File: src/common/clint_pkg.sv
// --------------------
// CLINT widths, register map and register-kind type
// --------------------

`default_nettype none

package clint_pkg;

  // --------------------
  // Widths
  // --------------------
  localparam int unsigned AddrWidth = 32;
  localparam int unsigned DataWidth = 64;

  typedef logic [AddrWidth-1:0] addr_t;
  typedef logic [DataWidth-1:0] word_t;

  // --------------------
  // Address rule
  // --------------------
  localparam addr_t ClintBase   = 32'h0200_0000;
  localparam addr_t ClintLength = 32'h0001_0000;

  // Offsets inside the CLINT window
  // msip of hart h at MsipOffset + 4*h
  localparam addr_t MsipOffset     = 32'h0000_0000;
  // mtimecmp of hart h at MtimecmpOffset + 8*h
  localparam addr_t MtimecmpOffset = 32'h0000_4000;
  localparam addr_t MtimeOffset    = 32'h0000_BFF8;

  // --------------------
  // Timer and hart limits
  // --------------------

  // rtc pulses per mtime tick
  localparam int unsigned RtcDivide = 2;

  // Largest hart count the map supports
  localparam int unsigned MaxHarts = 8;

  // Register selected by a read
  typedef enum logic [1:0] {
    REG_NONE     = 2'd0,
    REG_MSIP     = 2'd1,
    REG_MTIMECMP = 2'd2,
    REG_MTIME    = 2'd3
  } reg_kind_e;

endpackage

`default_nettype wire

File: src/clint/hart_timer.sv
// --------------------
// Per-hart msip and mtimecmp with timer interrupt
// --------------------

`default_nettype none

module hart_timer (
  input  logic             clk_i,
  input  logic             ndmreset_n,
  input  logic             msip_we_i,
  input  logic             mtimecmp_we_i,
  input  clint_pkg::word_t wdata_i,
  input  clint_pkg::word_t mtime_i,
  output logic             msip_o,
  output clint_pkg::word_t mtimecmp_o,
  output logic             timer_irq_o
);

  import clint_pkg::*;

  logic  msip_q;
  word_t mtimecmp_q;

  // Software interrupt pending bit
  always_ff @(posedge clk_i or negedge ndmreset_n) begin
    if (!ndmreset_n) begin
      msip_q <= 1'b0;
    end else if (msip_we_i) begin
      msip_q <= wdata_i[0];
    end
  end

  // All ones keeps the timer interrupt quiet until software arms it
  always_ff @(posedge clk_i or negedge ndmreset_n) begin
    if (!ndmreset_n) begin
      mtimecmp_q <= '1;
    end else if (mtimecmp_we_i) begin
      mtimecmp_q <= wdata_i;
    end
  end

  assign msip_o      = msip_q;
  assign mtimecmp_o  = mtimecmp_q;
  assign timer_irq_o = (mtime_i >= mtimecmp_q);

  // Decoder never targets both registers of a hart at once
  a_single_we: assert property (@(posedge clk_i) disable iff (!ndmreset_n)
    !(msip_we_i && mtimecmp_we_i));

endmodule

`default_nettype wire

File: src/clint/mtime_counter.sv
// --------------------
// RTC pulse divider and shared mtime
// --------------------

`default_nettype none

module mtime_counter (
  input  logic             clk_i,
  input  logic             ndmreset_n,
  input  logic             rtc_i,
  output clint_pkg::word_t mtime_o
);

  import clint_pkg::*;

  localparam int unsigned DivW = (RtcDivide > 1) ? $clog2(RtcDivide) : 1;

  logic [DivW-1:0] rtc_cnt_q;
  word_t           mtime_q;
  logic            tick;

  // Last pulse of each group advances mtime
  assign tick = rtc_i && (rtc_cnt_q == DivW'(RtcDivide - 1));

  always_ff @(posedge clk_i or negedge ndmreset_n) begin
    if (!ndmreset_n) begin
      rtc_cnt_q <= '0;
    end else if (tick) begin
      rtc_cnt_q <= '0;
    end else if (rtc_i) begin
      rtc_cnt_q <= rtc_cnt_q + 1'b1;
    end
  end

  always_ff @(posedge clk_i or negedge ndmreset_n) begin
    if (!ndmreset_n) begin
      mtime_q <= '0;
    end else if (tick) begin
      mtime_q <= mtime_q + 1'b1;
    end
  end

  assign mtime_o = mtime_q;

endmodule

`default_nettype wire

File: src/clint_addr_decode.sv
// --------------------
// CLINT request decoder: write strobes and read selection
// --------------------

`default_nettype none

module clint_addr_decode #(
  parameter int unsigned NUM_HARTS = 2,
  localparam int unsigned HartIdxW = (NUM_HARTS > 1) ? $clog2(NUM_HARTS) : 1
) (
  input  logic                  clk_i,
  input  logic                  ndmreset_n,
  input  logic                  req_i,
  input  logic                  we_i,
  input  clint_pkg::addr_t      addr_i,
  output logic [NUM_HARTS-1:0]  msip_we_o,
  output logic [NUM_HARTS-1:0]  mtimecmp_we_o,
  output logic                  rd_o,
  output clint_pkg::reg_kind_e  rd_kind_o,
  output logic [HartIdxW-1:0]   rd_hart_o
);

  import clint_pkg::*;

  logic  in_rule;
  addr_t offset;
  addr_t msip_idx;
  addr_t cmp_idx;
  logic  msip_hit;
  logic  cmp_hit;
  logic  mtime_hit;
  logic [HartIdxW-1:0] hart_idx;

  assign in_rule = (addr_i >= ClintBase) && (addr_i < ClintBase + ClintLength);
  assign offset  = addr_i - ClintBase;

  assign msip_idx = (offset - MsipOffset) >> 2;
  assign cmp_idx  = (offset - MtimecmpOffset) >> 3;

  // Word-aligned windows, bounded by the map and by the hart count
  assign msip_hit = in_rule && (offset >= MsipOffset) &&
                    (offset < MsipOffset + addr_t'(4 * MaxHarts)) &&
                    (offset[1:0] == 2'b00) && (msip_idx < NUM_HARTS);
  assign cmp_hit  = in_rule && (offset >= MtimecmpOffset) &&
                    (offset < MtimecmpOffset + addr_t'(8 * MaxHarts)) &&
                    (offset[2:0] == 3'b000) && (cmp_idx < NUM_HARTS);
  assign mtime_hit = in_rule && (offset == MtimeOffset);

  assign hart_idx = msip_hit ? msip_idx[HartIdxW-1:0] : cmp_idx[HartIdxW-1:0];

  always_comb begin
    msip_we_o     = '0;
    mtimecmp_we_o = '0;
    rd_kind_o     = REG_NONE;
    if (msip_hit) begin
      rd_kind_o = REG_MSIP;
    end else if (cmp_hit) begin
      rd_kind_o = REG_MTIMECMP;
    end else if (mtime_hit) begin
      rd_kind_o = REG_MTIME;
    end
    // mtime is read-only, so only two strobe kinds
    if (req_i && we_i) begin
      if (msip_hit) begin
        msip_we_o[hart_idx] = 1'b1;
      end
      if (cmp_hit) begin
        mtimecmp_we_o[hart_idx] = 1'b1;
      end
    end
  end

  assign rd_o      = req_i && !we_i;
  assign rd_hart_o = hart_idx;

  // At most one register of one hart takes a write
  a_we_onehot: assert property (@(posedge clk_i) disable iff (!ndmreset_n)
    $onehot0({msip_we_o, mtimecmp_we_o}));

endmodule

`default_nettype wire

File: src/clint_read_mux.sv
// --------------------
// CLINT read data select and return register
// --------------------

`default_nettype none

module clint_read_mux #(
  parameter int unsigned NUM_HARTS = 2,
  localparam int unsigned HartIdxW = (NUM_HARTS > 1) ? $clog2(NUM_HARTS) : 1
) (
  input  logic                 clk_i,
  input  logic                 ndmreset_n,
  input  logic                 rd_i,
  input  clint_pkg::reg_kind_e rd_kind_i,
  input  logic [HartIdxW-1:0]  rd_hart_i,
  input  logic [NUM_HARTS-1:0] msip_i,
  input  clint_pkg::word_t     mtimecmp_i [NUM_HARTS],
  input  clint_pkg::word_t     mtime_i,
  output clint_pkg::word_t     rdata_o,
  output logic                 rvalid_o
);

  import clint_pkg::*;

  word_t rdata_d;
  word_t rdata_q;
  logic  rvalid_q;

  always_comb begin
    case (rd_kind_i)
      REG_MSIP:     rdata_d = {{(DataWidth-1){1'b0}}, msip_i[rd_hart_i]};
      REG_MTIMECMP: rdata_d = mtimecmp_i[rd_hart_i];
      REG_MTIME:    rdata_d = mtime_i;
      default:      rdata_d = '0;
    endcase
  end

  // One cycle read latency
  always_ff @(posedge clk_i or negedge ndmreset_n) begin
    if (!ndmreset_n) begin
      rvalid_q <= 1'b0;
      rdata_q  <= '0;
    end else begin
      rvalid_q <= rd_i;
      if (rd_i) begin
        rdata_q <= rdata_d;
      end
    end
  end

  assign rdata_o  = rdata_q;
  assign rvalid_o = rvalid_q;

  // Back-to-back valids need back-to-back reads
  a_rvalid_pair: assert property (@(posedge clk_i) disable iff (!ndmreset_n)
    (rvalid_o && $past(rvalid_o)) |-> ($past(rd_i, 1) && $past(rd_i, 2)));

endmodule

`default_nettype wire

File: src/clint_subsystem.sv
// --------------------
// CLINT subsystem top: decode, hart timers, read return, debug gate
// --------------------

`default_nettype none

module clint_subsystem #(
  parameter int unsigned NUM_HARTS          = 2,
  parameter int unsigned DEBUG_DELAY_CYCLES = 500
) (
  input  logic                 clk_i,
  input  logic                 ndmreset_n,
  input  logic                 rtc_i,
  // Register port
  input  logic                 req_i,
  input  logic                 we_i,
  input  clint_pkg::addr_t     addr_i,
  input  clint_pkg::word_t     wdata_i,
  output clint_pkg::word_t     rdata_o,
  output logic                 rvalid_o,
  // Interrupts
  output logic [NUM_HARTS-1:0] timer_irq_o,
  output logic [NUM_HARTS-1:0] ipi_o,
  // Debug requests
  input  logic [NUM_HARTS-1:0] debug_req_i,
  output logic [NUM_HARTS-1:0] debug_req_o
);

  import clint_pkg::*;

  localparam int unsigned HartIdxW = (NUM_HARTS > 1) ? $clog2(NUM_HARTS) : 1;

  logic [NUM_HARTS-1:0] msip_we;
  logic [NUM_HARTS-1:0] mtimecmp_we;
  logic                 rd;
  reg_kind_e            rd_kind;
  logic [HartIdxW-1:0]  rd_hart;
  word_t                mtime;
  word_t                mtimecmp [NUM_HARTS];

  // --------------------
  // Decode
  // --------------------
  clint_addr_decode #(
    .NUM_HARTS     ( NUM_HARTS   )
  ) i_addr_decode (
    .clk_i         ( clk_i       ),
    .ndmreset_n    ( ndmreset_n  ),
    .req_i         ( req_i       ),
    .we_i          ( we_i        ),
    .addr_i        ( addr_i      ),
    .msip_we_o     ( msip_we     ),
    .mtimecmp_we_o ( mtimecmp_we ),
    .rd_o          ( rd          ),
    .rd_kind_o     ( rd_kind     ),
    .rd_hart_o     ( rd_hart     )
  );

  mtime_counter i_mtime_counter (
    .clk_i      ( clk_i      ),
    .ndmreset_n ( ndmreset_n ),
    .rtc_i      ( rtc_i      ),
    .mtime_o    ( mtime      )
  );

  // --------------------
  // Per-hart registers
  // --------------------
  for (genvar h = 0; h < NUM_HARTS; h++) begin : g_hart
    hart_timer i_hart_timer (
      .clk_i         ( clk_i          ),
      .ndmreset_n    ( ndmreset_n     ),
      .msip_we_i     ( msip_we[h]     ),
      .mtimecmp_we_i ( mtimecmp_we[h] ),
      .wdata_i       ( wdata_i        ),
      .mtime_i       ( mtime          ),
      .msip_o        ( ipi_o[h]       ),
      .mtimecmp_o    ( mtimecmp[h]    ),
      .timer_irq_o   ( timer_irq_o[h] )
    );
  end

  clint_read_mux #(
    .NUM_HARTS  ( NUM_HARTS  )
  ) i_read_mux (
    .clk_i      ( clk_i      ),
    .ndmreset_n ( ndmreset_n ),
    .rd_i       ( rd         ),
    .rd_kind_i  ( rd_kind    ),
    .rd_hart_i  ( rd_hart    ),
    .msip_i     ( ipi_o      ),
    .mtimecmp_i ( mtimecmp   ),
    .mtime_i    ( mtime      ),
    .rdata_o    ( rdata_o    ),
    .rvalid_o   ( rvalid_o   )
  );

  // --------------------
  // Debug hold-off
  // --------------------
  debug_req_gate #(
    .NUM_HARTS          ( NUM_HARTS          ),
    .DEBUG_DELAY_CYCLES ( DEBUG_DELAY_CYCLES )
  ) i_debug_gate (
    .clk_i       ( clk_i       ),
    .ndmreset_n  ( ndmreset_n  ),
    .debug_req_i ( debug_req_i ),
    .debug_req_o ( debug_req_o )
  );

endmodule

`default_nettype wire

File: src/debug_req_gate.sv
// --------------------
// Debug request hold-off after reset
// --------------------

`default_nettype none

module debug_req_gate #(
  parameter int unsigned NUM_HARTS          = 2,
  parameter int unsigned DEBUG_DELAY_CYCLES = 500
) (
  input  logic                 clk_i,
  input  logic                 ndmreset_n,
  input  logic [NUM_HARTS-1:0] debug_req_i,
  output logic [NUM_HARTS-1:0] debug_req_o
);

  localparam int unsigned CntW = $clog2(DEBUG_DELAY_CYCLES + 1);

  logic [CntW-1:0] delay_cnt_q;
  logic            open;

  // Counts down once per cycle and sticks at zero
  always_ff @(posedge clk_i or negedge ndmreset_n) begin
    if (!ndmreset_n) begin
      delay_cnt_q <= CntW'(DEBUG_DELAY_CYCLES);
    end else if (!open) begin
      delay_cnt_q <= delay_cnt_q - 1'b1;
    end
  end

  assign open        = (delay_cnt_q == '0);
  assign debug_req_o = open ? debug_req_i : '0;

endmodule

`default_nettype wire

File: config.mk
export PLATFORM = sky130hd
export DESIGN_NAME = clint_subsystem
export DESIGN_NICKNAME = d
export VERILOG_FILES = /design/src/common/clint_pkg.sv /design/src/clint/hart_timer.sv /design/src/clint/mtime_counter.sv /design/src/clint_addr_decode.sv /design/src/clint_read_mux.sv /design/src/clint_subsystem.sv /design/src/debug_req_gate.sv
export SDC_FILE = /design/constraint.sdc
export NUM_CORES = 1
export LEC_CHECK = 0
export BUFFER_PORTS_ARGS = -buffer_cell sky130_fd_sc_hd__buf_2
export CORE_MARGIN = 8
export CORE_UTILIZATION = 66
export CTS_BUF_LIST = sky130_fd_sc_hd__clkbuf_4 sky130_fd_sc_hd__clkbuf_8
export CTS_CLUSTER_DIAMETER = 50
export DETAILED_ROUTE_END_ITERATION = 8
export GPL_TIMING_DRIVEN = 0
export PLACE_DENSITY = 0.93
export SYNTH_ARGS = -nofsm -noshare
export SYNTH_HDL_FRONTEND = slang
export SYNTH_HIERARCHICAL = 1
export SYNTH_SLANG_ARGS = --single-unit
File: constraint.sdc
create_clock -name clk_i -period 7.4 [get_ports clk_i]
set_input_delay 1.85 -clock clk_i [delete_from_list [all_inputs] [get_ports clk_i]]
set_output_delay 1.85 -clock clk_i [all_outputs]
set_load 0.02 [all_outputs]
==> qor.csv <==
stage,metric,value,unit
grt,first-pass GRT wire length,70600,um
setup_path,critical-path maximum fanout,10,
run,max_cap viols,0,
setup_path,"Top cell by count, worst path",clkbuf_1,
cts,total clock sinks,269,
cts,CTS tree,done,
detailed_routing,drt wl/cell,20.1,um
grt,GR Util All Layers,0.304,
synthesis,Ys Warns,6,
cts,CTS buffer count,45,
synthesis,asr flop ratio synth,1.00,
detailed_routing,final wirelength,43800,um
synthesis,Synth Net Count,1825,
sta,"Slew Viols, Final",0,
setup_path,Crit. End Element,flop,
grt,GRT overflow,0,
synthesis,Unique masters post-synth,56,
cts,root buffer selected by CTS,clkbuf_8,
floorplanning,number of I/O pins,174,
cts,Post-CTS Setup Repair Bufs,0,
floorplanning,core area,0.0233,mm^2
layout,share of layout cells above drive strength 1,0.270,
setup_path,CP top delay family,buffers and inverters,
layout,most frequent cells in the layout,"inv_1 (207), nand2_1 (191), buf_2 (177)",
sta,Fmax achieved,194,MHz
cts,Clock Latency Late Sink,0.56,ns
place,pre-CTS setup slack,1.84,ns
layout,fillers,1447,
sta,RSZ-0062 raised after global routing,false,
layout,area delta synth->final,14.9,%
floorplanning,Row Count,56,
sta,Fin. Hold Viols,0,
layout,Post-layout nets,2047,
setup_path,CP Data Required Time,7.86,ns
place,IO Port Bufs,173,
place,hpwl dp,31100,um
floorplanning,area of the die,0.0288,mm^2
grt,vias in the first global route,14000,
outcome,status,completed,
synthesis,Mapped Area,0.0156,mm^2
pwr,Overall Power,0.00314,W
pwr,Max rail drop VDD,0.136,mV
layout,"commonest non-fill, non-tap cell in the layout",inv_1,
setup_path,Setup Crit Path Kind,input pin to flop,
setup_path,CP Cell Sequence,buf_2 > inv_1 > ha_1 > nor4b_1 > nand3_1 > o41ai_2 > nor4b_2 > clkbuf_1 > clkbuf_1 > clkbuf_1 > nand2_1 > o21ai_0,
sta,Final setup viols,0,
floorplanning,initial core utilization,0.669,
cts,Worst-path clk slew,0.06,ns
cts,hold_buf cts,0,
synthesis,sequential area share after synthesis,0.442,
layout,fin area,0.0179,mm^2
setup_path,Critical Path Max Stage Delay,0.63,ns
setup_path,Bufs and invs on worst path,5,
cts,H-tree levels,2,
synthesis,most frequently used flop master after synthesis,dfrtp_1,
detailed_routing,Remaining DRCs,0,
detailed_routing,ANT nets after route,0,
detailed_routing,vias,13200,
synthesis,Mapped Avg Cell Area,9.82,um^2
sta,fin crit share,0.696,
detailed_routing,DR iter-0 viols,1171,
sta,Setup Skew,0.0147,ns
setup_path,arrival time worst endpoint,5.62,ns
place,GP Congestion,0.891,
pwr,Pwr Density,175,mW/mm^2
pwr,Leak,9.40,nW
detailed_routing,DR vias/cell,6.08,
place,Placed Area,0.0169,mm^2
sta,max_slew headroom,0.246,
hold_path,Hold Path Class,flop to flop,
setup_path,startpoint type of the worst setup path,input pin,
cts,Max Root-Sink Buffers,3,
floorplanning,Die X,170,um
detailed_routing,drt first pass iters,5,
sta,post-layout worst setup margin,2.25,ns
sta,Tmin final,5.15,ns
cts,CTS resizes,0,
grt,initial antenna violation count,7,
synthesis,"EDFF count, synth",0,
sta,worst-margin pin slew,1.12,ns
setup_path,Slowest cell on crit path,clkbuf_1,
grt,largest net degree at the start of global routing,120,
synthesis,post-synthesis register bit count,269,
synthesis,synthesized instance count,1591,
floorplanning,die height,170,um
sta,Setup TNS,0,ns
==> worst paths after layout <==
kind	start	to	slack, ns	cells after the start
max	addr_i[25]	g_hart[1].i_hart_timer/mtimecmp_o[44]	2.25	12
min	i_debug_gate/delay_cnt_q[0]	i_debug_gate/delay_cnt_q[0]	0.50	1
max reg2reg	i_mtime_counter/mtime_o[0]	i_mtime_counter/mtime_o[47]	4.53	5
min reg2reg	i_debug_gate/delay_cnt_q[0]	i_debug_gate/delay_cnt_q[0]	0.50	1
max in group asynchronous	ndmreset_n	i_read_mux/rdata_o[16]	5.27	2
min in group asynchronous	ndmreset_n	i_read_mux/rdata_o[48]	1.20	1
==> routing by layer <==
| metal | wire length, um | track usage |
|---|---|---|
| met4 | 2320 | 0.171 |
| met5 | 17 | 0 |
| met1 | 16800 | 0.356 |
| met3 | 3070 | 0.0633 |
| met2 | 21600 | 0.515 |
==> power by group <==
part / internal [W] / total (W) / switching, W
logic: 0.0000794 / 0.000194 / 0.000115
clock network: 0.000791 / 0.00140 / 0.000613
registers: 0.00149 / 0.00154 / 0.0000417
==> flip-flops by register name (all words and copies together) (netlist names) <==
name                            flops
g_hart.i_hart_timer/mtimecmp_o    128
i_mtime_counter/mtime_o            64
i_read_mux/rdata_o                 64
i_debug_gate/delay_cnt_q            9
g_hart.i_hart_timer/msip_o          2
i_mtime_counter/rtc_cnt_q           1
i_read_mux/rvalid_o                 1
==> final cells by class <==
type,count,area (um^2),area share
timing repair buffer,175,931,0.0519
clock inverter,8,48.8,0.00272
clock buffer,76,927,0.0517
tap,319,399,0.0222
antenna,7,17.5,0.000976
sequential,269,6900,0.385
multi-input combinational,1055,7640,0.426
buffer,60,303,0.0169
inverter,207,777,0.0433
==> synthesized netlist by cell type (all sizes together) (35+ instances only) <==
cell type	count	share of area
mux2i	66	0.042
o21ai	156	0.050
xnor2	35	0.020
nand3	44	0.014
nand4	40	0.016
a21oi	54	0.017
nor2	42	0.010
clkbuf	43	0.010
mux2	69	0.061
o22ai	63	0.025
inv	207	0.050
dfstp	134	0.23
nand2	191	0.046
ha	131	0.10
dfrtp	135	0.22
==> cells by family (layout without fill, tap and decap cells) <==
group,Yosys count,count (layout),synth area share
adders and majority gates,131,131,0.105
muxes,135,135,0.104
DFF,269,269,0.442
AOI/OAI and AO/OA,304,304,0.110
other,0,7,0
xor gates and xnor gates,67,67,0.0376
buffers and inverters,267,526,0.0691
and+or+nand+nor,418,418,0.133
==> metrics by stage <==
| stage | utilization | cells | hold WS [ns] |
|---|---|---|---|
| floorplan | - | 1591 | 0.461 |
| global placement | 0.724 | 2083 | 0.482 |
| detailed placement | 0.726 | 2085 | 0.496 |
| CTS | 0.768 | 2169 | 0.508 |
| global route | 0.769 | 2175 | 0.527 |
| finish | 0.769 | 2176 | 0.502 |
Power figures use the tool's default switching activity.
